===== src/cpu_pkg.sv =====
package cpu_pkg;

    localparam int XLEN = 32;

    // Major opcodes of the supported RV32I subset
    localparam logic [6:0] OPC_OP     = 7'b0110011;
    localparam logic [6:0] OPC_OP_IMM = 7'b0010011;
    localparam logic [6:0] OPC_LUI    = 7'b0110111;
    localparam logic [6:0] OPC_LOAD   = 7'b0000011;
    localparam logic [6:0] OPC_STORE  = 7'b0100011;
    localparam logic [6:0] OPC_BRANCH = 7'b1100011;

    typedef enum logic [2:0] {
        ALU_ADD,
        ALU_SUB,
        ALU_AND,
        ALU_OR,
        ALU_XOR,
        ALU_PASS_B    // LUI
    } alu_op_t;

    // Address bits 31:29 select the target of a load or store
    localparam logic [2:0] REGION_RAM  = 3'd0;
    localparam logic [2:0] REGION_PWM  = 3'd1;
    localparam logic [2:0] REGION_GPIO = 3'd2;

    localparam logic [7:0] PWM_PERIOD_OFS = 8'h00;
    localparam logic [7:0] PWM_DUTY_OFS   = 8'h04;

    localparam int RAM_WORDS = 256;
    localparam int RAM_AW    = 8;

    // addi x0, x0, 0
    localparam logic [XLEN-1:0] NOP_INSTR = 32'h0000_0013;

endpackage


===== src/memory.sv =====
`timescale 1ns/1ns

module memory (
    input  logic [cpu_pkg::XLEN-1:0] result,
    input  logic                     clock,
    input  logic                     rst_n,
    input  logic                     enable,
    input  logic [cpu_pkg::XLEN-1:0] rs2_value,
    input  logic                     mem_read,
    input  logic                     mem_write,
    input  logic                     reg_write,
    input  logic                     mem_to_reg,
    input  logic [4:0]               reg_dest,
    input  logic [cpu_pkg::XLEN-1:0] mem_read_data,
    output logic [cpu_pkg::XLEN-1:0] mem_addr,
    output logic [cpu_pkg::XLEN-1:0] mem_write_data,
    output logic                     mem_write_enable,
    output logic                     mem_read_enable,
    output logic                     rb_write_enable,
    output logic [4:0]               rb_write_address,
    output logic [cpu_pkg::XLEN-1:0] rb_write_value
);
    logic [cpu_pkg::XLEN-1:0] load_data;
    logic                     wb_reg_write;

    assign mem_addr         = result;
    assign mem_write_data   = rs2_value;
    assign mem_write_enable = mem_write && enable;    // Bus frozen with the pipeline
    assign mem_read_enable  = mem_read && enable;

    // Peripheral registers read back as zero
    assign load_data = (mem_read_enable && mem_addr[31:29] == cpu_pkg::REGION_RAM)
                       ? mem_read_data : '0;

    always_ff @(posedge clock) begin
        if (!rst_n) begin
            wb_reg_write     <= 1'b0;
            rb_write_address <= '0;
        end else if (enable) begin
            wb_reg_write     <= reg_write;
            rb_write_address <= reg_dest;
        end
    end

    always_ff @(posedge clock) begin
        if (enable)
            rb_write_value <= mem_to_reg ? load_data : result;
    end

    assign rb_write_enable = wb_reg_write && enable;

endmodule


===== config.mk =====
export PLATFORM = sky130hd
export DESIGN_NAME = memory
export DESIGN_NICKNAME = d
export VERILOG_FILES = /design/src/cpu_pkg.sv /design/src/memory.sv
export SDC_FILE = /design/constraint.sdc
export NUM_CORES = 1
export LEC_CHECK = 0
export ABC_AREA = 1
export BUFFER_PORTS_ARGS = -buffer_cell sky130_fd_sc_hd__buf_2
export CAP_MARGIN = 20
export CORE_MARGIN = 2
export CORE_UTILIZATION = 35
export DETAILED_ROUTE_END_ITERATION = 10
export GPL_TIMING_DRIVEN = 0
export PLACE_DENSITY = 0.78
export SYNTH_ARGS = -nofsm -noshare
export SYNTH_HDL_FRONTEND = slang
export SYNTH_SLANG_ARGS = --single-unit

===== constraint.sdc =====
create_clock -name clock -period 1 [get_ports clock]
set_clock_uncertainty 0.1 [all_clocks]
set_input_delay 0.15 -clock clock [delete_from_list [all_inputs] [get_ports clock]]
set_output_delay 0.15 -clock clock [all_outputs]
set_load 0.02 [all_outputs]

==> results by stage <==
STA:
- For the finished layout, the period the worst path requires is 1.09 ns.
- The worst path uses 109% of the clock period.
- The final number of setup-violating endpoints is 33.
- The number of pins exceeding their max-slew limit in the final report is 0.
- The final critical-path setup slack is -0.0895 ns.
- The total negative slack is -2.00 ns.
- The maximum clock frequency is 0.918 GHz.
- The worst hold slack is ~0.018 ns.
- The hold violation total from the final report is 0.
- The remaining max-slew budget at the tightest pin is approximately 87%.
- For the pin with the worst max-slew slack, the measured transition is slightly above 0.2 ns.
- Setup repair after global routing could not meet its margin everywhere.

Global routing:
- Global routing finished with a remaining overflow of 0.
- The first global-routing pass estimated between 10000 and 15000 µm of wire.
- Global routing used between 15 and 20% of the available tracks.
- Entering global routing, the biggest net connects 18 pins.
- The via count of the first global-routing pass is roughly 2300.
- The number of antenna violations at the first check in global routing is 0.

Place:
- The wire-length estimate of the detail-placed layout is approximately 5500 µm.
- Summing all placed instances gives a cell area of roughly 0.0035 mm².
- The count of buffers inserted at the top-level ports is roughly 180.
- Routability-driven placement finished with a final weighted congestion of around 0.88.

Synthesis:
- The count of synthesis-stage warnings from yosys is 0.
- The synthesized netlist contains 15 unique library cells.
- The cell area that synthesis handed to floorplanning was around 0.0025 mm².
- After synthesis the netlist holds a flip-flop and latch count of 38.
- Synthesis handed over a netlist of around 300 instances.
- The sequential fraction of the synthesis area is about 44%.
- When the netlist entered floorplanning its net count stood at between 400 and 500.
- A synthesized cell averages 8.11 µm².

Clock tree:
- CTS built an H-tree with a depth of 2.
- The clock slew seen by the registers of the worst setup and hold paths is about 0.080 ns.
- The maximum buffer depth of the clock tree is 2.
- Buffers inserted during clock tree synthesis total 5.
- The number of sinks handled by clock tree synthesis is 38.
- The clock root buffer is sky130_fd_sc_hd__clkbuf_8.
- The CTS tree is done.
- The clock insertion delay at the later pin of the skew report is approximately 0.27 ns.

Power:
- Combinational cells account for roughly 32% of the total power.
- Net switching is approximately 30% of the power.
- Per report_power, the sequential group accounts for between 40 and 50% of the total.
- The internal portion of the total power is between 3 and 4 mW.
- Power spread over the standard cell area amounts to roughly 1100 mW/mm².
- Per report_power, the clock group accounts for between 20% and 30% of the total.
- The peak supply drop is 0.000383 V.
- The total net switching power is 1.32 mW.
- In this run the static leakage power is 2.29 nW.

Floorplanning:
- The die is approximately 90 µm wide.
- The area of the die is 0.00773 mm².
- The die boundary height is around 88 µm.
- The I/O pin count is ~210.
- The initial core utilization is a little over a third.
- The standard cell core area is roughly 0.0068 mm².
- The number of core rows is 30.

Detailed routing:
- The first-iteration detailed-routing DRC count is between 70 and 80.
- The final route contains ~2500 vias.
- The routed wire length is 7360 µm.
- In the routed layout, each cell is associated on average with a via count of roughly 4.2.
- The first TritonRoute pass finished after 4 iterations.
- The remaining routing DRC violations is 0.
- The count of nets left with antenna violations once routing finished came out at 0.
- After detailed routing, the average wire length per cell comes to roughly 12 µm.

Setup path:
- STA puts the critical path data required time at 0.75 ns.
- The critical path goes through buf_6.
- The source of the worst register-to-register timing path is rb_write_address[3]$_SDFFE_PN0P_.
- Along the worst path, the maximum fanout reaches 1.
- The arrival time at the worst endpoint is 0.84 ns.
- The cell type of the slowest stage on the worst timing path is sky130_fd_sc_hd__edfxtp_1.
- STA classifies the critical path endpoint as an output pin.
- In this design, the stage delay of the slowest critical-path cell is about 0.41 ns.
- In this run the worst setup path begins at rb_write_value[10]$_DFFE_PP_.
- The critical path's top delay family is flip-flops.
- The critical path in this run is classified as flip-flop to output pin.
- The combined buffer and inverter count along the critical path is 1.
- The critical path startpoint category is a flip-flop.

Layout:
- Summing all multi-input logic gate instances after layout gives 679 µm².
- Counting the fill cells in the layout gives about 600.
- Measured on the finished design, the core utilization comes to ~58%.
- The sequential cell area is around 0.0011 mm².
- The repair_antennas step left the layout with diodes totalling 0.
- The finished layout cell area is slightly below 0.004 mm².
- The final layout net count is just over 600.
- Of the cells placed in the final design, the portion with a size suffix greater than 1 is between 50% and 60%.
- From synthesis to final layout, the design area changed by 58.8%.
- The library cells used most frequently in the layout, excluding fill and tap cells, are 155 x sky130_fd_sc_hd__buf_2, 98 x sky130_fd_sc_hd__nand2_1, 72 x sky130_fd_sc_hd__buf_4.
- Leaving out fill and tap cells, the most frequent cell in the layout is sky130_fd_sc_hd__buf_2.

Hold path:
- The classification of the worst-slack hold path is primary input to flip-flop.
- In this run the most critical hold path is launched from reg_dest[0].

Run:
- Max-cap violations in this run came to 0.

Outcome:
- The run finished, with violations left.
- The checks that failed: negative setup slack.
==> logic make-up (layout without fill, tap and decap cells) <==
logic type	Yosys count	count (layout)	share of synthesized area [%]
compound gates	6	6	1.22
flops	38	38	43.8
simple gates	145	145	25.6
buf+inv	115	310	29.4
==> registers in the layout, indices dropped and copies added, names as in the netlist <==
| signal | count |
|---|---|
| rb_write_address | 5 |
| rb_write_value | 32 |
| wb_reg_write | 1 |
==> synth_stat cells, drive strengths merged <==
library cell	number	area share (%)
buf	78	24
nand2	99	15
nand3	32	7.3
inv	37	5.6
dfxtp	6	4.9
edfxtp	32	39
o21ai	6	1.2
nor2	14	2.9
==> per-stage QoR <==
stage                     std cells  power, mW  worst slack, ns
after global routing            595       4.65           -0.132
after CTS                       590       4.36           -0.107
after floorplan                 304       2.69           0.0261
final                           595       4.42          -0.0895
after global placement          578       3.17           -0.737
after detailed placement        578       3.19           -0.765
==> layer usage <==
metal,GRT usage [%],vias up,share of wire [%]
li1,-,1259,-
met1,19.5,1093,36
met2,33.0,132,54
met3,2.73,13,7.5
met4,6.43,0,2.0
met5,0,-,0
==> power groups by stage <==
stage	logic, mW	registers, mW	clock network (mW)
3_3_place_gp	1.25	1.92	0
3_5_place_dp	1.27	1.92	0
6_report	1.43	1.91	1.09
2_1_floorplan	0.611	2.08	0
5_1_grt	1.54	1.92	1.19
4_1_cts	1.35	1.90	1.11
==> worst register-to-register path, cell delays in order, from the launching register on <==
cell and delay, ns:
sky130_fd_sc_hd__dfxtp_2 0.32, sky130_fd_sc_hd__o21ai_0 0.17, sky130_fd_sc_hd__nor2_1 0.06
==> path summary, 6_finish.rpt <==
| kind | endpoint | slack (ns) | cells after the start |
|---|---|---|---|
| max reg2reg | rb_write_address[3]$_SDFFE_PN0P_ | 0.24 | 2 |
| min | rb_write_address[0]$_SDFFE_PN0P_ | 0.02 | 3 |
| max | rb_write_value[10] | -0.09 | 1 |
| min reg2reg | wb_reg_write$_SDFFE_PN0P_ | 0.41 | 2 |
==> layout make-up <==
cell class / count / share of cell area (%)
Sequential cell: 38 / 27.8
Timing Repair Buffer: 187 / 30.6
Tap cell: 96 / 3.07
Clock buffer: 8 / 2.30
Buffer: 78 / 15.3
Inverter: 37 / 3.55
Multi-Input combinational cell: 151 / 17.3
==> timing repair <==
action,in CTS,in global routing
pin swaps,0,2
gates cloned,1,2
endpoints found under the hold margin,3,0
resized for setup,37,36
buffers inserted,0,3
hold buffers,3,0
setup endpoints to repair,78,42
Note: power is estimated with default switching activity, not from simulation.
