### config.mk
export PLATFORM = sky130hd
export DESIGN_NAME = fetch
export DESIGN_NICKNAME = d
export VERILOG_FILES = /design/src/cpu_pkg.sv /design/src/fetch.sv
export SDC_FILE = /design/constraint.sdc
export NUM_CORES = 1
export LEC_CHECK = 0
export BUFFER_PORTS_ARGS = -buffer_cell sky130_fd_sc_hd__buf_4
export CORE_MARGIN = 5
export CORE_UTILIZATION = 53
export DETAILED_ROUTE_END_ITERATION = 8
export PLACE_DENSITY = 0.81
export RECOVER_POWER = 25
export SLEW_MARGIN = 20
export SYNTH_ARGS = -nofsm -noshare
export SYNTH_HDL_FRONTEND = slang
export SYNTH_SLANG_ARGS = --single-unit
### constraint.sdc
create_clock -name clock -period 3.75 [get_ports clock]
set_input_delay 0.375 -clock clock [delete_from_list [all_inputs] [get_ports clock]]
set_output_delay 0.375 -clock clock [all_outputs]
set_load 0.05 [all_outputs]
### src/cpu_pkg.sv
package cpu_pkg;

    localparam int XLEN = 32;

    // Major opcodes of the supported RV32I subset
    localparam logic [6:0] OPC_OP     = 7'b0110011;
    localparam logic [6:0] OPC_OP_IMM = 7'b0010011;
    localparam logic [6:0] OPC_LUI    = 7'b0110111;
    localparam logic [6:0] OPC_LOAD   = 7'b0000011;
    localparam logic [6:0] OPC_STORE  = 7'b0100011;
    localparam logic [6:0] OPC_BRANCH = 7'b1100011;

    typedef enum logic [2:0] {
        ALU_ADD,
        ALU_SUB,
        ALU_AND,
        ALU_OR,
        ALU_XOR,
        ALU_PASS_B    // LUI
    } alu_op_t;

    // Address bits 31:29 select the target of a load or store
    localparam logic [2:0] REGION_RAM  = 3'd0;
    localparam logic [2:0] REGION_PWM  = 3'd1;
    localparam logic [2:0] REGION_GPIO = 3'd2;

    localparam logic [7:0] PWM_PERIOD_OFS = 8'h00;
    localparam logic [7:0] PWM_DUTY_OFS   = 8'h04;

    localparam int RAM_WORDS = 256;
    localparam int RAM_AW    = 8;

    // addi x0, x0, 0
    localparam logic [XLEN-1:0] NOP_INSTR = 32'h0000_0013;

endpackage

### src/fetch.sv
`timescale 1ns/1ns

module fetch (
    input  logic        clock,
    input  logic        rst_n,
    input  logic        enable,
    input  logic        load_use_stall,
    input  logic        branch_taken,
    input  logic [31:0] branch_target,
    input  logic [31:0] rom_data,
    output logic [31:0] rom_address,
    output logic [31:0] pc,
    output logic [31:0] instr
);
    logic [31:0] fetch_pc;

    assign rom_address = fetch_pc;    // ROM answers in the same cycle

    always_ff @(posedge clock) begin
        if (!rst_n) begin
            fetch_pc <= '0;
            pc       <= '0;
            instr    <= cpu_pkg::NOP_INSTR;
        end else if (enable) begin
            if (branch_taken) begin
                // Redirect and drop the wrong-path fetch
                fetch_pc <= branch_target;
                pc       <= '0;
                instr    <= cpu_pkg::NOP_INSTR;
            end else if (!load_use_stall) begin
                fetch_pc <= fetch_pc + 32'd4;
                pc       <= fetch_pc;
                instr    <= rom_data;
            end
        end
    end

endmodule

==> results.yml, run 1 <==
grt:
  grt_overflow: 0
  antenna_found_initial: 0
  grt_max_degree: 71
  grt_use_total_pct: 26.1
  grt_pass1_vias: 4679
  grt_pass1_wl_um: 23800
floorplanning:
  initial_core_util_pct: 53.9
  die_w_um: 104
  dieArea_um2: 10800
  coreArea_um2: 8640
  pin_count: 165
  fp-row-count: 34
  die_height_um: 104
placement:
  place_area_um2: 5850
  io_buffers: 164
  dp_slack_ns: 1.38
  gp_congestion: 0.894
  hpwl_um: 10400
worst_setup_path:
  cp-end-kind: "flop"
  required_ns: 4.02
  cp.arrival_ns: 2.56
  crit_path_top_delay_cell: "nand4_1"
  crit_fanout: 11
  slowest_delay_ns: 0.66
  startpoint_type: "flop"
  critical_path_class: "flop to flop"
  path_cells: "nand4_1 > nor3_4 > a221oi_1 > a221oi_2"
route:
  first_iter_violations: 401
  vias: 4923
  ant_nets: 0
  routed_wl_um: 14900
  post_drt_wl_per_cell_um: 18.5
  viasPerCell: 6.10
  drc: 0
  firstDrtPassIters: 5
power:
  p_leak_nw: 2.22
  pwr_density_cell_nw_per_um2: 379
  finalPower_mw: 2.22
  ir_drop_mv: 0.177
sta:
  relSlewSlack_pct: 39.7
  clock.fmax_ghz: 0.436
  final.setup.worst_slack_ns: 1.46
  worstMarginPinSlew_ns: 0.903
  period_minus_slack_ns: 2.29
  rsz0062_at_grt: "no"
  skew_ns: 0.00984
  finalHoldViolCount: 0
  maxSlewViolCount: 0
  fin_crit_sh_pct: 61.2
  tns_ns: 0
  setup_viol: 0
synthesis:
  yosys_most_used_dff: "dfxtp_1"
  syn_area_um2: 4650
  synth.most_common_cell: "dfxtp_1"
  seq_area_frac_synth_pct: 41.3
  synth_nets: 634
  yosysWarnings: 0
  synth_top_area_cell: "dfxtp_1"
  yosys_register_bits: 96
  synth_cell_types: 61
  yosys-top-cells-count: "dfxtp_1 (96), a21oi_1 (76), nand2_1 (72)"
  synth_top_area_share_pct: 41.3
  async_flop_share_pct: 0
  synth_edf_count: 0
  synth.area.top_cells: "dfxtp_1 (41%), a21oi_1 (8.2%), nand3b_1 (6.0%)"
  synth.avg_cell_area_um2: 8.25
  synthCells: 564
min_path:
  hold_class: "primary input to flop"
cts:
  cts_max_level: 3
  cts_buffer_depth: 2
  cts_resized: 0
  clock_latency_ns: 0.36
  cts_tree: "built"
  path_clk_slew_ns: 0.09
  post_cts_buffers: 0
  cts_hold_buffers: 0
  cts_root_buf: "clkbuf_8"
  cts_buffers: 9
  cts_sinks: 96
job:
  cap_violations: 0
finish:
  fin_nets: 764
  fin_util_pct: 68.0
  fillers: 765
  num_antenna_cells: 0
  final_area_um2: 5870
  drive_gt1_share_pct: 22.9
  syn_to_final_growth_pct: 26.2
status:
  status: "finished, final reports clean"
-- layer usage --
metal	GRT usage (%)	part of all wire [%]	vias up
li1	-	-	2322
met1	35.0	43	2325
met2	41.8	47	247
met3	4.98	8.0	29
met4	9.53	2.2	0
met5	0	0	-
-- cell usage in the layout (no fill, tap or decap), types with 5 or more instances in the layout --
cell / Yosys / routed
buf_4: 0 / 124
dfxtp_1: 96 / 96
a21oi_1: 76 / 76
nand2_1: 72 / 71
clkbuf_1: 31 / 47
nor2_1: 39 / 39
nand3b_1: 37 / 37
nor4b_1: 19 / 19
o21ai_0: 16 / 16
nand3_1: 15 / 15
nor3_1: 12 / 12
nand4_1: 10 / 10
a31oi_1: 10 / 10
and3_1: 9 / 9
clkbuf_8: 0 / 9
nor4_1: 7 / 7
nor2b_1: 6 / 6
inv_1: 6 / 5
or3_1: 5 / 5
a22oi_1: 5 / 5
mux2i_1: 5 / 5
and4_1: 5 / 5
-- path summary, 6_finish.rpt --
path | from | end | slack [ns] | cells past startpoint
worst max-delay path | rom_address[6] | rom_address[15] | 1.46 | 4
worst min-delay path | branch_target[0] | rom_address[0] | 0.27 | 3
worst max register to register | rom_address[6] | rom_address[15] | 1.46 | 4
worst min register to register | pc[14] | pc[14] | 0.46 | 2
-- cell type report --
| type | instances | area, um^2 | area share (%) |
|---|---|---|---|
| timing repair buffer | 170 | 1100 | 18.8 |
| inverter | 6 | 22.5 | 0.384 |
| multi-input combinational | 411 | 2490 | 42.4 |
| clock buffer | 10 | 128 | 2.17 |
| tap | 108 | 135 | 2.30 |
| sequential | 96 | 1920 | 32.7 |
| clock inverter | 6 | 67.6 | 1.15 |
-- flip-flops by register name, indices dropped and copies added (netlist names) --
name         count
instr           32
pc              32
rom_address     32
-- power by group --
group	internal (mW)	switching, mW
clock	0.313	0.380
combinational	0.143	0.280
sequential	1.06	0.0509
-- through the flow --
stage / hold slack (ns) / cells
4_1_cts: 0.258 / 807
5_1_grt: 0.281 / 807
3_3_place_gp: 0.437 / 791
3_5_place_dp: 0.443 / 791
6_report: 0.266 / 807
2_1_floorplan: 0.511 / 564
-- worst max-delay path, delay by kind of cell (launching register included) --
kind | cells | cell delay, ns
flip-flops | 1 | 0.51
AO/OA/AOI/OAI | 2 | 0.44
AND/OR/NAND/NOR | 2 | 1.25
-- cells by family after synthesis --
kind of cell | after synthesis | share of synthesized area [%]
simple gates | 255 | 31.8
compound gates | 147 | 19.6
flops | 96 | 41.3
buf+inv | 57 | 5.22
mux | 8 | 1.80
fa+ha+maj | 1 | 0.269
Power figures use the tool's default switching activity.
==> inputs of run 2 (changes only) <==
ABC_AREA = 1   (was unset)
CORE_UTILIZATION = 50   (was 53)
PLACE_DENSITY = 0.77   (was 0.81)
clock period = 2.2 ns   (was 3.75 ns; I/O delays follow)
==> results.yml, run 2 <==
route:
  post_drt_wl_per_cell_um: 14.9
  firstDrtPassIters: 6
  vias: 4974
  drc: 0
  viasPerCell: 5.24
  first_iter_violations: 229
  ant_nets: 0
  routed_wl_um: 14100
worst_setup_path:
  cp.arrival_ns: 1.94
  required_ns: 2.46
  crit_path_top_delay_cell: "clkbuf_4"
  critical_path_class: "primary input to flop"
  cp-end-kind: "flop"
  slowest_delay_ns: 0.60
  crit_fanout: 107
  startpoint_type: "primary input"
  path_cells: "clkbuf_1 > inv_1 > nand2_1 > nand2_4 > clkbuf_4 > a21oi_1 > nand3_1 > nand2_1 > inv_1"
synthesis:
  yosys_most_used_dff: "dfxtp_1"
  seq_area_frac_synth_pct: 41.2
  synth_top_area_cell: "dfxtp_1"
  synth_top_area_share_pct: 41.2
  async_flop_share_pct: 0
  synth_edf_count: 0
  synth.area.top_cells: "dfxtp_1 (41%), nand2_1 (12%), a21oi_1 (9.7%)"
  synth_cell_types: 23
  yosysWarnings: 0
  yosys-top-cells-count: "nand2_1 (151), nor2_1 (108), dfxtp_1 (96)"
  synthCells: 696
  syn_area_um2: 4660
  yosys_register_bits: 96
  synth_nets: 766
  synth.avg_cell_area_um2: 6.70
  synth.most_common_cell: "nand2_1"
sta:
  relSlewSlack_pct: 25.4
  worstMarginPinSlew_ns: 1.12
  tns_ns: 0
  maxSlewViolCount: 0
  skew_ns: 0.0129
  clock.fmax_ghz: 0.596
  fin_crit_sh_pct: 76.3
  setup_viol: 0
  period_minus_slack_ns: 1.68
  finalHoldViolCount: 0
  rsz0062_at_grt: "no"
finish:
  num_antenna_cells: 0
  multi_input_area_um2: 2320
  syn_to_final_growth_pct: 30.4
  final_area_um2: 6080
  seq_area_um2: 1920
  final_cell_mix: "buf_4 (165), nand2_1 (152), nor2_1 (108)"
  fin_nets: 903
  fillers: 841
  layout_commonest_cell: "buf_4"
  drive_gt1_share_pct: 24.2
cts:
  post_cts_buffers: 0
  cts_hold_buffers: 0
  cts_buffer_depth: 2
  cts_tree: "built"
  cts_sinks: 96
  clock_latency_ns: 0.37
  cts_buffers: 9
  cts_root_buf: "clkbuf_8"
  cts_resized: 0
  cts_max_level: 3
  path_clk_slew_ns: 0.11
placement:
  gp_congestion: 0.941
  io_buffers: 164
  hpwl_um: 10100
  place_area_um2: 5910
grt:
  grt_overflow: 0
  grt_max_degree: 108
  grt_pass1_wl_um: 22600
  grt_pass1_vias: 4457
  grt_use_total_pct: 24.4
  antenna_found_initial: 0
floorplanning:
  dieArea_um2: 11400
  die_w_um: 107
  initial_core_util_pct: 50.9
  fp-row-count: 35
  coreArea_um2: 9150
  pin_count: 165
  die_height_um: 107
power:
  finalPower_mw: 4.03
  ir_drop_mv: 0.400
  pwr_density_cell_nw_per_um2: 664
  p_leak_nw: 2.62
min_path:
  hold_class: "primary input to flop"
status:
  status: "finished, final reports clean"
job:
  cap_violations: 0
[run 2: cell count changes in the layout (fill, tap and decap cells not counted), moves of 9 or more]
cell	delta
o21ai_0	+25
and3_1	-9
nor4b_1	-19
nor3_1	-12
clkbuf_1	-46
nand3b_1	-37
nand2_1	+81
nand3_1	+58
inv_1	+46
nor2_1	+69
buf_4	+41
a21oi_1	+14
[run 2: kinds of logic after synthesis]
family | after synthesis | synth area share [%]
AND/OR/NAND/NOR | 353 | 32.6
buffers and inverters | 96 | 8.89
AO/OA/AOI/OAI | 150 | 17.0
adder cells (fa/ha/maj) | 1 | 0.268
flip-flops | 96 | 41.2
[run 2: path summary, 6_finish.rpt]
check,from,end,slack (ns),cells after the start
setup / recovery,branch_taken,rom_address[20],0.52,9
hold reg to reg,pc[23],pc[23],0.47,2
setup reg to reg,rom_address[2],rom_address[24],0.54,8
hold / removal,rom_data[1],instr[1],0.06,3
[run 2: area by class of cell]
type                            count  area share (%)
Clock buffer                       10            2.26
Clock inverter                      6           0.844
Inverter                           52            3.21
Multi-Input combinational cell    504            38.2
Sequential cell                    96            31.6
Tap cell                          111            2.29
Timing Repair Buffer              170            21.6
[run 2: stage by stage]
step / hold slack (ns) / cells / setup slack, ns / util [%]
detailed placement: 0.442 / 933 / 0.584 / 64.5
global placement: 0.438 / 933 / 0.636 / 64.5
floorplan: 0.353 / 696 / 0.394 / -
finish: 0.0586 / 949 / 0.522 / 66.4
global route: 0.0547 / 949 / 0.342 / 66.4
CTS: 0.0499 / 949 / 0.541 / 66.6
[run 2: per-layer routing]
| layer | up-vias | track usage, % | part of all wire (%) |
|---|---|---|---|
| li1 | 2544 | - | - |
| met1 | 2223 | 33.2 | 44 |
| met2 | 193 | 39.3 | 47 |
| met3 | 14 | 5.10 | 7.8 |
| met4 | 0 | 6.39 | 1.3 |
| met5 | - | 0 | 0 |
[run 2: where the power goes]
group	switching [mW]	internal, mW	total [mW]
clock network	0.664	0.458	1.12
logic	0.665	0.320	0.985
registers	0.0924	1.83	1.93
[run 2: worst max-delay path, delay by kind of cell]
kind / cells / cell delay [ns]
AO/OA/AOI/OAI: 1 / 0.46
AND/OR/NAND/NOR: 4 / 0.35
buffers and inverters: 4 / 0.87
