File: src/cpu_pkg.sv
package cpu_pkg;

    localparam int XLEN = 32;

    // Major opcodes of the supported RV32I subset
    localparam logic [6:0] OPC_OP     = 7'b0110011;
    localparam logic [6:0] OPC_OP_IMM = 7'b0010011;
    localparam logic [6:0] OPC_LUI    = 7'b0110111;
    localparam logic [6:0] OPC_LOAD   = 7'b0000011;
    localparam logic [6:0] OPC_STORE  = 7'b0100011;
    localparam logic [6:0] OPC_BRANCH = 7'b1100011;

    typedef enum logic [2:0] {
        ALU_ADD,
        ALU_SUB,
        ALU_AND,
        ALU_OR,
        ALU_XOR,
        ALU_PASS_B    // LUI
    } alu_op_t;

    // Address bits 31:29 select the target of a load or store
    localparam logic [2:0] REGION_RAM  = 3'd0;
    localparam logic [2:0] REGION_PWM  = 3'd1;
    localparam logic [2:0] REGION_GPIO = 3'd2;

    localparam logic [7:0] PWM_PERIOD_OFS = 8'h00;
    localparam logic [7:0] PWM_DUTY_OFS   = 8'h04;

    localparam int RAM_WORDS = 256;
    localparam int RAM_AW    = 8;

    // addi x0, x0, 0
    localparam logic [XLEN-1:0] NOP_INSTR = 32'h0000_0013;

endpackage

File: src/pwm.sv
`timescale 1ns/1ns

module pwm (
    input  logic        clock,
    input  logic        rst_n,
    input  logic [15:0] period,
    input  logic [15:0] duty,
    output logic        out
);
    logic [15:0] count;

    // Counts 0..period, so one window is period+1 cycles
    always_ff @(posedge clock) begin
        if (!rst_n)
            count <= '0;
        else if (count >= period)
            count <= '0;    // Also catches a period lowered mid-window
        else
            count <= count + 16'd1;
    end

    assign out = count < duty;

endmodule

File: src/peripheral_manager.sv
`timescale 1ns/1ns

module peripheral_manager (
    input  logic        clock,
    input  logic        rst_n,
    input  logic        enable,
    input  logic [31:0] addr,
    input  logic [31:0] data_in,
    input  logic        write_enable,
    output logic [5:0]  led,
    output logic        pwm1_out
);
    logic [2:0]  region;
    logic [7:0]  offset;
    logic        wr;
    logic [15:0] pwm_period;
    logic [15:0] pwm_duty;

    assign region = addr[31:29];
    assign offset = addr[7:0];
    assign wr     = write_enable && enable;

    always_ff @(posedge clock) begin
        if (!rst_n) begin
            led        <= '0;    // GPIO register
            pwm_period <= '0;
            pwm_duty   <= '0;
        end else if (wr) begin
            if (region == cpu_pkg::REGION_GPIO)
                led <= data_in[5:0];
            if (region == cpu_pkg::REGION_PWM && offset == cpu_pkg::PWM_PERIOD_OFS)
                pwm_period <= data_in[15:0];
            if (region == cpu_pkg::REGION_PWM && offset == cpu_pkg::PWM_DUTY_OFS)
                pwm_duty <= data_in[15:0];
        end
    end

    pwm u_pwm1 (
        .clock  (clock),
        .rst_n  (rst_n),
        .period (pwm_period),
        .duty   (pwm_duty),
        .out    (pwm1_out)
    );

endmodule

File: config.mk
export PLATFORM = sky130hd
export DESIGN_NAME = peripheral_manager
export DESIGN_NICKNAME = d
export VERILOG_FILES = /design/src/cpu_pkg.sv /design/src/pwm.sv /design/src/peripheral_manager.sv
export SDC_FILE = /design/constraint.sdc
export NUM_CORES = 1
export LEC_CHECK = 0
export BUFFER_PORTS_ARGS = -buffer_cell sky130_fd_sc_hd__buf_2
export CAP_MARGIN = 30
export CORE_MARGIN = 3
export CORE_UTILIZATION = 40
export CTS_BUF_LIST = sky130_fd_sc_hd__clkbuf_8
export DETAILED_ROUTE_END_ITERATION = 8
export GPL_ROUTABILITY_DRIVEN = 1
export PLACE_DENSITY = 0.62
export SLEW_MARGIN = 20
export SYNTH_ARGS = -nofsm -noshare
export SYNTH_HDL_FRONTEND = slang
export SYNTH_HIERARCHICAL = 1
export SYNTH_SLANG_ARGS = --single-unit
export TNS_END_PERCENT = 100
File: constraint.sdc
create_clock -name clock -period 1.9 [get_ports clock]
set_input_delay 0.19 -clock clock [delete_from_list [all_inputs] [get_ports clock]]
set_output_delay 0.19 -clock clock [all_outputs]
set_load 0.005 [all_outputs]
==> results of run 1 <==
-- metal layers --
metal	part of all wire, %	wire (um)
met1	44	2940
met2	53	3590
met3	3.2	217
met4	0	0
met5	0	0
-- critical path, stage by stage, from the launching register on --
cell,delay [ns]
dfxtp_2,0.34
inv_2,0.04
ha_4,0.20
a211o_1,0.27
a31oi_2,0.20
o221ai_2,0.14
a221oi_2,0.25
o21a_1,0.16
buf_2,0.11
-- flip-flops by register name, summed over array words and instances, names as in the netlist --
name,count
u_pwm1/count,16
led,6
pwm_period,16
pwm_duty,16
-- logic make-up after synthesis --
| group | Yosys count | synth area share, % |
|---|---|---|
| simple gates | 119 | 19.9 |
| flops | 54 | 36.3 |
| buf+inv | 44 | 7.10 |
| compound gates | 35 | 8.40 |
| mux | 32 | 10.8 |
| fa+ha+maj | 32 | 13.4 |
| xor+xnor | 14 | 4.12 |
-- how the worst max path moves through the flow --
stage | cells past startpoint | endpoint | slack [ns] | start
3_5_place_dp | 8 | pwm1_out | -0.16 | pwm_duty[2]
6_report | 8 | pwm1_out | -0.32 | pwm_duty[2]
4_1_cts | 8 | pwm1_out | -0.35 | pwm_duty[2]
5_1_grt | 8 | pwm1_out | -0.42 | pwm_duty[5]
3_3_place_gp | 8 | pwm1_out | -0.10 | pwm_duty[2]
2_1_floorplan | 8 | u_pwm1/count[10] | 0.05 | u_pwm1/count[0]
-- metrics by stage --
stage	setup slack [ns]	util, %	power [W]	std cells
after floorplan	0.0528	-	0.00120	330
after global placement	-0.103	47.5	0.00125	467
after detailed placement	-0.159	47.5	0.00125	467
after CTS	-0.354	49.9	0.00202	477
after global routing	-0.422	52.6	0.00208	479
final	-0.319	52.6	0.00199	479
-- power by group --
group	internal, W	switching, W
combinational	0.0000380	0.0000535
clock	0.000388	0.000378
sequential	0.00113	0.000000728
total	0.00156	0.000432
-- synth_stat cells (all sizes together), types with 6 or more instances --
master and instances:
nand2 56, dfxtp 54, inv 33, ha 32, mux2i 32, nor2 21
nand3 12, o21ai 8, xor2 8, a21boi 6, clkbuf 6, nand4 6
xnor2 6
-- final cells by class --
cell class	count	area, sq um	area share (%)
clock buffer	5	68.8	1.86
inverter	33	124	3.36
multi-input combinational	232	1870	50.6
timing repair buffer	56	370	10.0
sequential	54	1100	29.8
clock inverter	3	40.0	1.08
tap	96	120	3.25
-- what timing repair did --
action                     in CTS  in global routing
setup endpoints to repair       1                 17
pin swaps                       5                 14
hold buffers                    0                  0
resized for setup              12                 35
setup buffers                   2                  1
hold endpoints to repair        0                  0
gates cloned                    0                  1
==> flow_metrics.env, run 1 <==
export IMPL_htreeDepth=2
export IMPL_die_height_um=92.3
export IMPL_powerDensity_mw_per_mm2=539
export IMPL_syn_area_sq_mm=0.00298
export IMPL_finalClockSkew_ns=0.00846
export IMPL_synth_cells=330
export IMPL_diodes=0
export IMPL_hold_path_class="in2reg"
export IMPL_areaGrowthSynthToFinish_pct=23.9
export IMPL_holdPathEnd="pwm_duty[7]"
export IMPL_synth_seq_cells=54
export IMPL_routed_wl_um=6750
export IMPL_clk_pin_slew_ns=0.10
export IMPL_initial_core_util_pct=42.4
export IMPL_reg2reg_depth=8
export IMPL_synth_flop_cell="dfxtp_1"
export IMPL_placed_area_sq_mm=0.00333
export IMPL_drive_gt1_share_pct=28.2
export IMPL_synth_top_area_cell="dfxtp_1"
export IMPL_drt_iter0_drc=83
export IMPL_maxSlewViolCount=0
export IMPL_setup_tns_final_ns=-0.319
export IMPL_vias=2377
export IMPL_leakage_nw=1.55
export IMPL_core_area_sq_mm=0.00702
export IMPL_placementRows=30
export IMPL_max_freq_ghz=0.451
export IMPL_overflow=0
export IMPL_syn_area_per_cell_sq_um=9.02
export IMPL_root_buffer="clkbuf_8"
export IMPL_crit_fanout=2
export IMPL_grt_util_met3_pct=3.86
export IMPL_post_route_min_period_ns=2.22
export IMPL_antenna_found_initial=0
export IMPL_start_kind="flip-flop"
export IMPL_max_cap_viol_count=0
export IMPL_critPathKind="reg2out"
export IMPL_async_flop_share_pct=0
export IMPL_crit_arrival_ns=2.03
export IMPL_grt_use_met1_pct=18.9
export IMPL_worst_slew_pin_slew_ns=0.520
export IMPL_yosysSeqAreaShare_pct=36.3
export IMPL_synth_edf_count=0
export IMPL_gp_congestion=0.828
export IMPL_dieWidth_um=92.3
export IMPL_grt_pass1_vias=2492
export IMPL_cts_sinks=54
export IMPL_top_usage_layer="met2"
export IMPL_finalHoldViolations=0
export IMPL_use_met2_pct=30.5
export IMPL_outcome="finished, violations left"
export IMPL_fin_area_sq_mm=0.00369
export IMPL_post_route_drc_count=0
export IMPL_r2r_start="u_pwm1/count[7]"
export IMPL_ant_nets=0
export IMPL_syn_nets=430
export IMPL_insertion_delay_ns=0.31
export IMPL_num_fill_cells=676
export IMPL_period_share_pct=117
export IMPL_synth_warnings=6
export IMPL_nets=482
export IMPL_max_clock_path_buffers=2
export IMPL_synth_cell_types=41
export IMPL_endpoint_kind="output port"
export IMPL_rsz0062_at_grt="yes"
export IMPL_violations="setup timing"
export IMPL_cts_tree="done"
export IMPL_post_drt_via_cell_ratio=4.96
export IMPL_cts_buffers=5
export IMPL_dieArea_sq_mm=0.00852
export IMPL_slew_limit_headroom_pct=65.0
export IMPL_grt_first_pass_wirelength_um=11200
export IMPL_cp_required_ns=1.71
export IMPL_synth_top_area_share_pct=36.3
export IMPL_setup_viol=1
export IMPL_ios=75
export IMPL_fin_ws_ns=-0.319
export IMPL_layout_common_cells="nand2_1, dfxtp_1, buf_2, mux2i_1, inv_1"
export IMPL_firstDrtPassIters=4
export IMPL_ir_worst_vdd_v=0.000269
export IMPL_grtUsageTotal_pct=16.2
export IMPL_post_drt_wl_per_cell_um=14.1
export IMPL_rr_endpoint="u_pwm1/count[2]"
export IMPL_grt_max_degree=55
export IMPL_port_buffers=37
export IMPL_ys_top_cells_by_area="dfxtp_1, ha_1, mux2i_1, nand2_1, inv_1"
export IMPL_final_common_cell="nand2_1"
export IMPL_hp_start="data_in[7]"
export IMPL_r2r_slack_ns=0.03
export IMPL_hold_path_depth=3
export IMPL_dp_hpwl_um=4760
export IMPL_timing_hold_ws_ns=0.127
Power figures use the tool's default switching activity.
==> run 2: changes to the inputs <==
Settings changed: CORE_ASPECT_RATIO from default to 2.
==> flow_metrics.env, run 2 (synthesis results as in run 1) <==
export IMPL_max_clock_path_buffers=2
export IMPL_hold_path_depth=3
export IMPL_endpoint_kind="output port"
export IMPL_nets=480
export IMPL_crit_slowest_cell="or3_1"
export IMPL_power_share_clock_pct=35.9
export IMPL_grt_max_degree=55
export IMPL_drive_gt1_share_pct=26.8
export IMPL_r2r_start="u_pwm1/count[5]"
export IMPL_rsz0062_at_grt="yes"
export IMPL_ios=75
export IMPL_reg2reg_depth=8
export IMPL_crit_arrival_ns=2.00
export IMPL_p_int_w=0.00145
export IMPL_start_kind="flip-flop"
export IMPL_outcome="finished, violations left"
export IMPL_root_buffer="clkbuf_8"
export IMPL_leakage_nw=1.51
export IMPL_overflow=0
export IMPL_grt_pass1_vias=2443
export IMPL_grt_first_pass_wirelength_um=11100
export IMPL_clk_pin_slew_ns=0.11
export IMPL_powerDensity_mw_per_mm2=533
export IMPL_initial_core_util_pct=41.9
export IMPL_diodes=0
export IMPL_dieWidth_um=67.0
export IMPL_cp_required_ns=1.71
export IMPL_num_fill_cells=705
export IMPL_fin_ws_ns=-0.294
export IMPL_port_buffers=37
export IMPL_ant_nets=0
export IMPL_cts_tree="done"
export IMPL_core_area_sq_mm=0.00710
export IMPL_critPathKind="reg2out"
export IMPL_grtUsageTotal_pct=16.6
export IMPL_hp_start="data_in[7]"
export IMPL_power_frac_comb_pct=4.8
export IMPL_max_stage_delay_ns=0.37
export IMPL_placementRows=43
export IMPL_areaGrowthSynthToFinish_pct=20.4
export IMPL_max_freq_ghz=0.456
export IMPL_use_met2_pct=31.2
export IMPL_insertion_delay_ns=0.32
export IMPL_r2r_slack_ns=0.10
export IMPL_firstDrtPassIters=4
export IMPL_slew_limit_headroom_pct=66.5
export IMPL_hold_buffers=0
export IMPL_setup_viol=1
export IMPL_hold_path_class="in2reg"
export IMPL_ir_worst_vdd_v=0.000733
export IMPL_die_height_um=128
export IMPL_grt_util_met3_pct=2.54
export IMPL_finalClockSkew_ns=0.00827
export IMPL_cts_sinks=54
export IMPL_path_buf_inv=2
export IMPL_drt_iter0_drc=35
export IMPL_max_cap_viol_count=0
export IMPL_vias=2330
export IMPL_dp_slack_ns=-0.168
export IMPL_crit_chain="inv_2, ha_4, nor2_1, or3_1, o221ai_2, a221oi_2, o21a_1, buf_2"
export IMPL_post_route_drc_count=0
export IMPL_htreeDepth=2
export IMPL_post_route_min_period_ns=2.19
export IMPL_grt_use_met1_pct=18.2
export IMPL_post_drt_via_cell_ratio=4.95
export IMPL_post_route_util_pct=50.5
export IMPL_period_share_pct=115
export IMPL_dp_hpwl_um=4970
export IMPL_worst_slew_pin_slew_ns=0.503
export IMPL_stdcell_count=471
export IMPL_seqPwrFrac_pct=59.3
export IMPL_place_inst=462
export IMPL_holdPathEnd="pwm_duty[7]"
export IMPL_top_usage_layer="met2"
export IMPL_violations="setup timing"
export IMPL_final_common_cell="nand2_1"
export IMPL_routed_wl_um=6250
export IMPL_rr_endpoint="u_pwm1/count[12]"
export IMPL_crit_fanout=2
export IMPL_layout_common_cells="nand2_1, dfxtp_1, buf_2, mux2i_1, inv_1"
export IMPL_dieArea_sq_mm=0.00858
export IMPL_maxSlewViolCount=0
export IMPL_p_sw_w=0.000467
export IMPL_finalHoldViolations=0
export IMPL_switching_share_pct=24.4
export IMPL_cp_top_family="compound AO/OA/AOI/OAI gates"
export IMPL_cts_buffers=5
export IMPL_post_drt_wl_per_cell_um=13.3
export IMPL_top_regs="pwm_duty (16), pwm_period (16), u_pwm1/count (16)"
export IMPL_gp_congestion=0.836
export IMPL_antenna_found_initial=0
==> run 2: cell count changes in the layout (fill, tap and decap cells not counted), moves of 2 or more <==
cell,previous run,this run
dfxtp_2,14,10
dfxtp_1,40,44
inv_1,29,27
buf_4,16,14
clkinv_2,2,0
buf_6,0,2
inv_2,4,6
==> run 2: worst max path at each step <==
stage / startpoint / endpoint / slack (ns) / depth (start not counted)
global placement: pwm_duty[2] / pwm1_out / -0.19 / 8
detailed placement: pwm_duty[2] / pwm1_out / -0.17 / 8
CTS: pwm_duty[2] / pwm1_out / -0.35 / 8
floorplan: u_pwm1/count[0] / u_pwm1/count[10] / 0.05 / 8
global route: pwm_duty[6] / pwm1_out / -0.37 / 8
finish: pwm_duty[3] / pwm1_out / -0.29 / 8
==> run 2: power groups by stage <==
stage | combinational [W] | clock, W | sequential [W]
floorplan | 0.0000441 | 0 | 0.00116
global placement | 0.0000920 | 0 | 0.00116
detailed placement | 0.0000934 | 0 | 0.00116
CTS | 0.0000934 | 0.000718 | 0.00113
global route | 0.000104 | 0.000760 | 0.00113
finish | 0.0000921 | 0.000687 | 0.00113
==> run 2: area by class of cell <==
type,instances,area (sq um),area share (%)
Multi-Input combinational cell,232,1830,50.9
Sequential cell,54,1090,30.5
Timing Repair Buffer,54,333,9.28
Inverter,33,124,3.45
Tap cell,90,113,3.14
Clock buffer,5,68.8,1.92
Clock inverter,3,27.5,0.768
==> run 2: worst register-to-register path: stages (launching register included) <==
cell	delay, ns
dfxtp_1	0.36
buf_4	0.17
ha_1	0.29
a41o_1	0.17
a21oi_1	0.04
or3_1	0.32
o211ai_2	0.10
buf_6	0.20
nor2_1	0.06
==> run 2: metal layers <==
metal,vias to the layer above,routed length (um)
met1,1075,2520
met3,5,168
met2,33,3460
met4,0,95
li1,1217,-
met5,-,0
==> run 2: timing repair <==
item | in CTS | in global routing
setup buffers | 0 | 1
gates resized for setup | 16 | 26
cloned | 0 | 0
hold endpoints to repair | 0 | 0
endpoints found under the setup margin | 1 | 17
pin swaps | 8 | 17
==> run 2: stage by stage <==
stage	hold slack, ns	area [sq um]	power [W]	TNS, ns
5_1_grt	0.138	3590	0.00200	-0.381
6_report	0.118	3590	0.00191	-0.294
3_5_place_dp	0.448	3320	0.00125	-0.168
3_3_place_gp	0.444	3320	0.00125	-0.193
2_1_floorplan	0.346	2980	0.00120	0
4_1_cts	0.108	3470	0.00195	-0.350
