**src/cpu_pkg.sv**
```systemverilog
package cpu_pkg;

    localparam int XLEN = 32;

    // Major opcodes of the supported RV32I subset
    localparam logic [6:0] OPC_OP     = 7'b0110011;
    localparam logic [6:0] OPC_OP_IMM = 7'b0010011;
    localparam logic [6:0] OPC_LUI    = 7'b0110111;
    localparam logic [6:0] OPC_LOAD   = 7'b0000011;
    localparam logic [6:0] OPC_STORE  = 7'b0100011;
    localparam logic [6:0] OPC_BRANCH = 7'b1100011;

    typedef enum logic [2:0] {
        ALU_ADD,
        ALU_SUB,
        ALU_AND,
        ALU_OR,
        ALU_XOR,
        ALU_PASS_B    // LUI
    } alu_op_t;

    // Address bits 31:29 select the target of a load or store
    localparam logic [2:0] REGION_RAM  = 3'd0;
    localparam logic [2:0] REGION_PWM  = 3'd1;
    localparam logic [2:0] REGION_GPIO = 3'd2;

    localparam logic [7:0] PWM_PERIOD_OFS = 8'h00;
    localparam logic [7:0] PWM_DUTY_OFS   = 8'h04;

    localparam int RAM_WORDS = 256;
    localparam int RAM_AW    = 8;

    // addi x0, x0, 0
    localparam logic [XLEN-1:0] NOP_INSTR = 32'h0000_0013;

endpackage

```
**src/execute.sv**
```systemverilog
`timescale 1ns/1ns

module execute (
    input  logic             clock,
    input  logic             rst_n,
    input  logic             enable,
    input  logic [31:0]      pc,
    input  logic [31:0]      value1,
    input  logic [31:0]      value2,
    input  logic [31:0]      imm,
    input  logic [4:0]       rs1,
    input  logic [4:0]       rs2,
    input  logic [4:0]       reg_dest,
    input  cpu_pkg::alu_op_t alu_op,
    input  logic             alu_src,
    input  logic             branch,
    input  logic             mem_read,
    input  logic             mem_write,
    input  logic             reg_write,
    input  logic             mem_to_reg,
    input  logic             mem_wb_reg_write,
    input  logic [4:0]       mem_wb_rd,
    input  logic [31:0]      mem_wb_value,
    output logic             branch_taken,
    output logic [31:0]      branch_target,
    output logic [31:0]      result,
    output logic [31:0]      rs2_value,
    output logic             out_mem_read,
    output logic             out_mem_write,
    output logic             out_reg_write,
    output logic             out_mem_to_reg,
    output logic [4:0]       out_reg_dest
);
    logic [31:0] op1, op2, op_b, alu_out;

    // Newest producer first, x0 never forwarded
    function automatic logic [31:0] fwd_select(input logic [4:0] src, input logic [31:0] rf_val);
        logic [31:0] v;
        v = rf_val;
        if (mem_wb_reg_write && mem_wb_rd != 5'd0 && mem_wb_rd == src)
            v = mem_wb_value;
        if (out_reg_write && out_reg_dest != 5'd0 && out_reg_dest == src)
            v = result;    // Never a load here, the stall sees to that
        return v;
    endfunction

    always_comb begin
        op1  = fwd_select(rs1, value1);
        op2  = fwd_select(rs2, value2);
        op_b = alu_src ? imm : op2;
        case (alu_op)
            cpu_pkg::ALU_ADD: alu_out = op1 + op_b;
            cpu_pkg::ALU_SUB: alu_out = op1 - op_b;
            cpu_pkg::ALU_AND: alu_out = op1 & op_b;
            cpu_pkg::ALU_OR:  alu_out = op1 | op_b;
            cpu_pkg::ALU_XOR: alu_out = op1 ^ op_b;
            default:          alu_out = op_b;
        endcase
    end

    // Resolved here, fetch redirects on the next edge
    assign branch_taken  = branch && (op1 == op2);
    assign branch_target = pc + imm;

    always_ff @(posedge clock) begin
        if (!rst_n) begin
            out_mem_read   <= 1'b0;
            out_mem_write  <= 1'b0;
            out_reg_write  <= 1'b0;
            out_mem_to_reg <= 1'b0;
            out_reg_dest   <= '0;
        end else if (enable) begin
            out_mem_read   <= mem_read;
            out_mem_write  <= mem_write;
            out_reg_write  <= reg_write;
            out_mem_to_reg <= mem_to_reg;
            out_reg_dest   <= reg_dest;
        end
    end

    always_ff @(posedge clock) begin
        if (enable) begin
            result    <= alu_out;    // Address for loads and stores
            rs2_value <= op2;
        end
    end

endmodule

```
**config.mk**
```make
export PLATFORM = sky130hd
export DESIGN_NAME = execute
export DESIGN_NICKNAME = d
export VERILOG_FILES = /design/src/cpu_pkg.sv /design/src/execute.sv
export SDC_FILE = /design/constraint.sdc
export NUM_CORES = 1
export LEC_CHECK = 0
export BUFFER_PORTS_ARGS = -buffer_cell sky130_fd_sc_hd__buf_2
export CORE_MARGIN = 4
export CORE_UTILIZATION = 59
export DETAILED_ROUTE_END_ITERATION = 12
export PLACE_DENSITY_LB_ADDON = 0.05
export SETUP_SLACK_MARGIN = 0.05
export SYNTH_ARGS = -nofsm -noshare
export SYNTH_HDL_FRONTEND = slang
export SYNTH_SLANG_ARGS = --single-unit
```
**constraint.sdc**
```tcl
create_clock -name clock -period 11 [get_ports clock]
set_input_delay 0.55 -clock clock [delete_from_list [all_inputs] [get_ports clock]]
set_output_delay 0.55 -clock clock [all_outputs]
set_load 0.01 [all_outputs]
```
==> out/qor.txt, run 1 <==
first-pass GRT wire length -> 59900 um
syn_nets -> 1679
static leakage -> 5.97 nW
CTS hold repair buffers -> 0
r2r setup slk -> 3.85 ns
crit path capture type -> register
Hold Startpoint -> reg_write
Worst-Skew Late Latency -> 0.36 ns
crit-path max FO -> 44
CTS tree -> built
biggest regs -> result: 32 flops, rs2_value: 32 flops, out_reg_dest: 5 flops
Placer Congestion -> 1.01
fin crit share -> 65.0%
Setup TNS -> 0 ns
RSZ-0062 raised after global routing -> no
reg2reg start -> out_reg_dest[1]
drt first pass iters -> 6
CORE AREA -> 17900 um2
sequential-to-total area share from yosys stat -> 19.6%
Initial Util -> 59.8%
most common cell after layout, fill and taps aside -> buf_2
share of synthesized registers carrying an async set or reset -> 0%
clk buf depth -> 2
commonest non-fill, non-tap cells in the layout -> buf_2 (297), ha_1 (128), nand2_1 (105)
Avg Cell Area, Syn -> 7.90 um2
drt drc -> 0
Worst Tran Pin Value -> 1.12 ns
HP Class -> input pin to register
Data required, critical path -> 11.10 ns
WS Path Type -> register to register
total vias in the final route -> 11800
WP data arrival -> 7.25 ns
largest net degree at the start of global routing -> 79
Num CTS Buffers -> 9
antenna violations before repair -> 8
Final nets -> 1942
CTS Sinks -> 73
gr ovfl total -> 0
Reg-to-Reg End -> result[31]
via/cell ratio -> 6.36
hold path cells -> 3
DIE AREA -> 20400 um2
Port Buffers -> 298
Ports -> 299
area grow syn2layout -> 19.1%
Setup Skew -> 0.0132 ns
routed wire length -> 40400 um
PwrDens -> 106 nW/um2
Die Y -> 143 um
Reg clk slew, reported paths -> 0.06 ns
Setup Buffers After CTS -> 0
EDFF count, synth -> 64
final core utilization -> 71.2%
vias in the first global route -> 10500
CTS H-Tree Depth -> 3
Pins Over Slew Limit -> 0
path depth of the worst reg2reg path -> 22
post_cts resized -> 0
worst min-delay path endpoint -> out_reg_write
Synth Cell Area -> 10700 um2
final hold vios -> 0
DIE WIDTH -> 143 um
Seq cells post-synth -> 73
Worst Setup Start Kind -> register
Yosys warnings -> 0
Yosys cell types -> 78
status -> completed
final setup violation count -> 0
Post-Synthesis Cells -> 1356
post-DP HPWL -> 32100 um
main flop type after synthesis -> edfxtp_1
Peak Freq -> 140 MHz
MaxCap Viol Count -> 0
DRT iter0 DRCs -> 1582
maximum VDD drop -> 0.0000854 V
Slew HR -> 25.5%
Final ANT Viol Nets -> 0
clock root cell -> clkbuf_16
Tmin final -> 7.15 ns
share of layout cells above drive strength 1 -> 22.0%
GRT Overall Usage -> 37.7%
Core Rows -> 49
routed len/inst -> 21.7 um
==> routing by layer <==
layer / part of all wire [%] / routed length (um) / GRT usage [%] / vias to the layer above
li1: - / - / - / 5497
met1: 40 / 16100 / 52.4 / 5486
met2: 45 / 18000 / 58.0 / 742
met3: 12 / 4800 / 7.60 / 110
met4: 3.8 / 1530 / 14.3 / 2
met5: 0.042 / 17 / 0 / -
==> worst max-delay path: stages (launching register included) <==
cell and delay, ns:
dfxtp_1 0.36, or4_4 0.57, o211ai_4 0.69, or2_1 0.24, buf_4 0.43, a31oi_1 0.23
nor2b_1 0.21, a21oi_1 0.41, ha_1 0.28, nand3_1 0.16, nor2_1 0.32, a31oi_1 0.15
xnor2_1 0.19, ha_1 0.37, a21oi_1 0.23, o221ai_1 0.16, a221oi_1 0.38, a21oi_1 0.16
o41ai_1 0.62, o2111ai_1 0.26, and3_1 0.21, mux2i_1 0.15, nand3_1 0.09
==> final cells by class <==
class | count | area [um2]
Clock inverter | 1 | 8.76
Fill cell | 1557 | 5150
Tap cell | 229 | 287
Multi-Input combinational cell | 1124 | 8000
Antenna cell | 8 | 20.0
Sequential cell | 73 | 2100
Inverter | 91 | 342
Clock buffer | 15 | 332
Timing Repair Buffer | 320 | 1660
==> cell families after synthesis <==
group           Yosys count  synth area share [%]
buf+inv                 159                  5.90
flops                    73                  19.6
mux                      61                  5.71
xor+xnor                131                  10.7
simple gates            373                  16.7
fa+ha+maj               130                  15.3
compound gates          429                  26.0
==> worst max-delay path by stage <==
| stage | startpoint | endpoint | slack (ns) | depth (start not counted) |
|---|---|---|---|---|
| CTS | out_reg_dest[1] | result[31] | 3.96 | 22 |
| floorplan | mem_wb_rd[3] | result[31] | 5.49 | 23 |
| detailed placement | out_reg_dest[1] | result[31] | 4.01 | 22 |
| finish | out_reg_dest[1] | result[31] | 3.85 | 22 |
| global placement | out_reg_dest[1] | result[31] | 4.24 | 22 |
| global route | out_reg_dest[1] | result[31] | 3.22 | 22 |
==> metrics by stage <==
step                instance area (um2)  hold WS [ns]  power (mW)  cells  setup WS, ns
floorplan                         10700         0.539       0.781   1356          5.49
global placement                  12400         0.491       0.993   1837          4.24
detailed placement                12400         0.511        1.00   1837          4.01
CTS                               12700         0.453        1.33   1853          3.96
global route                      12700         0.495        1.43   1860          3.22
finish                            12800         0.451        1.35   1861          3.85
==> cell usage after synthesis, types with 38 or more instances <==
cell      instances  area (um2)
a21oi_1          96         480
clkbuf_1         47         176
edfxtp_1         64        1920
ha_1            128        1600
inv_1            91         342
mux2i_1          60         601
nand2_1         105         394
nand3_1          38         190
nor2_1           89         334
nor3_1           44         220
o21a_1           42         315
o21ai_0          83         415
xnor2_1         100         876
==> report_power, final <==
group          internal, mW  switching, mW
Clock                 0.207          0.130
Sequential            0.336         0.0282
Combinational         0.265          0.385
Total                 0.809          0.543
Power figures use the tool's default switching activity.
==> run 2, diff against run 1 <==
ABC_AREA = 1   (was unset)
CORE_UTILIZATION = 51   (was 59)
clock period = 6.4 ns   (was 11 ns; I/O delays follow)
==> out/qor.txt, run 2 <==
status -> completed (unchanged)
Avg Cell Area, Syn -> 6.58 um2 (was 7.90 um2)
drt drc -> 0 (unchanged)
CTS tree -> built (unchanged)
overall power -> 2.39 mW (was 1.35 mW)
Setup TNS -> 0 ns (unchanged)
routed len/inst -> 19.8 um (was 21.7 um)
WS Path Type -> register to register (unchanged)
clk buf depth -> 2 (unchanged)
area share of the largest cell type after synthesis -> 16.2% (was 17.9%)
reg2reg start -> out_reg_dest[1] (unchanged)
total vias in the final route -> 13600 (was 11800)
CTS Sinks -> 73 (unchanged)
Worst Setup Start Kind -> register (unchanged)
Yosys cell types -> 63 (was 78)
Port Buffers -> 298 (unchanged)
CTS hold repair buffers -> 0 (unchanged)
post_cts resized -> 0 (unchanged)
Setup Buffers After CTS -> 0 (unchanged)
Data required, critical path -> 6.47 ns (was 11.10 ns)
Pins Over Slew Limit -> 0 (unchanged)
HP Class -> input pin to register (unchanged)
WP data arrival -> 5.61 ns (was 7.25 ns)
synth cell count leaders -> nand2_1 (379), inv_1 (258), ha_1 (128) (was ha_1 (128), nand2_1 (105), xnor2_1 (100))
area grow syn2layout -> 17.4% (was 19.1%)
CTS H-Tree Depth -> 3 (unchanged)
Seq cells post-synth -> 73 (unchanged)
largest net degree at the start of global routing -> 55 (was 79)
Multi-input gate area -> 8330 um2 (was 8000 um2)
Setup Skew -> 0.0114 ns (was 0.0132 ns)
Num CTS Buffers -> 9 (unchanged)
share of synthesized registers carrying an async set or reset -> 0% (unchanged)
Worst-Skew Late Latency -> 0.35 ns (was 0.36 ns)
Tmin final -> 5.55 ns (was 7.15 ns)
hold slack -> 0.193 ns (was 0.451 ns)
Reg clk slew, reported paths -> 0.07 ns (was 0.06 ns)
PwrDens -> 171 nW/um2 (was 106 nW/um2)
placed insts -> 2376 (was 1837)
Peak Freq -> 180 MHz (was 140 MHz)
MaxCap Viol Count -> 0 (unchanged)
commonest non-fill, non-tap cells in the layout -> nand2_1 (379), buf_2 (298), inv_1 (258) (was buf_2 (297), ha_1 (128), nand2_1 (105))
routed wire length -> 47400 um (was 40400 um)
hold path cells -> 3 (unchanged)
via/cell ratio -> 5.69 (was 6.36)
fin crit share -> 86.7% (was 65.0%)
first-pass GRT wire length -> 71200 um (was 59900 um)
Placer Congestion -> 0.978 (was 1.01)
biggest regs -> result: 32 flops, rs2_value: 32 flops, out_reg_dest: 5 flops (unchanged)
Post-Synthesis Cells -> 1802 (was 1356)
Die Y -> 160 um (was 143 um)
main flop type after synthesis -> edfxtp_1 (unchanged)
crit-path max FO -> 54 (was 44)
DIE WIDTH -> 160 um (was 143 um)
GRT Overall Usage -> 34.9% (was 37.7%)
antenna violations before repair -> 1 (was 8)
sequential-to-total area share from yosys stat -> 17.7% (was 19.6%)
Ports -> 299 (unchanged)
final hold vios -> 0 (unchanged)
Final nets -> 2397 (was 1942)
Initial Util -> 52.1% (was 59.8%)
worst min-delay path endpoint -> out_reg_dest[2] (was out_reg_write)
DIE AREA -> 25800 um2 (was 20400 um2)
clock root cell -> clkbuf_16 (unchanged)
Non-Filler Instances -> 2393 (was 1861)
Synth area leader -> edfxtp_1 (unchanged)
Hold Startpoint -> reg_dest[2] (was reg_write)
post-DP HPWL -> 38800 um (was 32100 um)
final setup violation count -> 0 (unchanged)
Core Rows -> 55 (was 49)
top post-synthesis cells by area -> edfxtp_1 (16%), ha_1 (14%), nand2_1 (12%) (was edfxtp_1 (18%), ha_1 (15%), xnor2_1 (8.2%))
Slew HR -> 31.1% (was 25.5%)
r2r setup slk -> 0.85 ns (was 3.85 ns)
gr ovfl total -> 0 (unchanged)
drt first pass iters -> 6 (unchanged)
most common cell after layout, fill and taps aside -> nand2_1 (was buf_2)
# fillers -> 2276 (was 1557)
crit path capture type -> register (unchanged)
Final ANT Viol Nets -> 0 (unchanged)
RSZ-0062 raised after global routing -> no (unchanged)
EDFF count, synth -> 64 (unchanged)
top-count cell post-synth -> nand2_1 (was ha_1)
share of layout cells above drive strength 1 -> 23.6% (was 22.0%)
path depth of the worst reg2reg path -> 27 (was 22)
maximum VDD drop -> 0.000105 V (was 0.0000854 V)
CORE AREA -> 22800 um2 (was 17900 um2)
static leakage -> 7.25 nW (was 5.97 nW)
Worst Tran Pin Value -> 1.02 ns (was 1.12 ns)
DRT iter0 DRCs -> 1424 (was 1582)
Yosys warnings -> 0 (unchanged)
final core utilization -> 61.1% (was 71.2%)
Reg-to-Reg End -> result[21] (was result[31])
Register Area -> 2100 um2 (unchanged)
vias in the first global route -> 12600 (was 10500)
syn_nets -> 2125 (was 1679)
Synth Cell Area -> 11900 um2 (was 10700 um2)
## run 2: changes by cell type after synthesis, sizes merged, moves of 32 or more
cell / change
inv: +196
mux2i: -60
nand2: +307
nand3: +92
nand4: +32
nor2: +50
o21ai: +57
or2: +42
xnor2: -78
xor2: +41
## run 2: power breakdown
group / total [mW] / internal, mW / switching (mW)
Clock: 0.579 / 0.344 / 0.235
Combinational: 1.19 / 0.428 / 0.766
Sequential: 0.612 / 0.574 / 0.0383
## run 2: cells by family after synthesis
| logic type | share of synthesized area, % |
|---|---|
| AOI/OAI and AO/OA | 17.4 |
| buffers and inverters | 12.1 |
| xor gates and xnor gates | 6.94 |
| and+or+nand+nor | 32.0 |
| DFF | 17.7 |
| adders and majority gates | 13.8 |
## run 2: critical path: stages (launching register included)
cell and delay, ns:
dfxtp_1 0.42, xnor2_1 0.14, nand2_1 0.08, nor2_2 0.14
nand3_4 0.50, inv_4 0.49, nand2_1 0.13, nand3_1 0.12
nand2_2 0.10, ha_1 0.20, inv_1 0.13, nand2_1 0.08
xnor2_1 0.14, ha_1 0.35, a21oi_1 0.14, nand2_1 0.08
nand2_1 0.08, nand2_1 0.06, a21oi_1 0.21, o21ai_1 0.19
a21oi_1 0.32, o21ai_1 0.20, a21o_1 0.25, nand2_1 0.08
nand2_1 0.09, or2_2 0.29, nand3_1 0.07, nand4_1 0.14
## run 2: stage by stage
| step | area [um2] | setup WS (ns) |
|---|---|---|
| after floorplan | 11900 | 2.20 |
| after global placement | 13600 | 0.985 |
| after detailed placement | 13600 | 0.888 |
| after CTS | 13900 | 0.911 |
| after global routing | 13900 | 0.309 |
| final | 13900 | 0.852 |
## run 2: area by class of cell
type	count	area share, %
multi-input combinational	1378	59.9
sequential	73	15.1
timing repair buffer	324	12.1
inverter	288	7.79
tap	313	2.81
clock buffer	10	1.65
clock inverter	6	0.656
antenna	1	0.0180
## run 2: routing by layer
| metal | vias to the layer above | track usage [%] | part of all wire (%) |
|---|---|---|---|
| met2 | 781 | 53.9 | 43 |
| met3 | 82 | 6.52 | 11 |
| li1 | 6550 | - | - |
| met5 | - | 0 | 0 |
| met1 | 6210 | 50.2 | 44 |
| met4 | 0 | 8.88 | 2.7 |
## run 2: worst max path at each step
stage	startpoint	endpoint	slack, ns
after floorplan	out_reg_dest[1]	result[27]	2.20
final	out_reg_dest[1]	result[21]	0.85
after detailed placement	rs2[1]	result[26]	0.89
after global placement	rs2[1]	result[21]	0.98
after CTS	out_reg_dest[1]	result[30]	0.91
after global routing	out_reg_dest[1]	result[26]	0.31
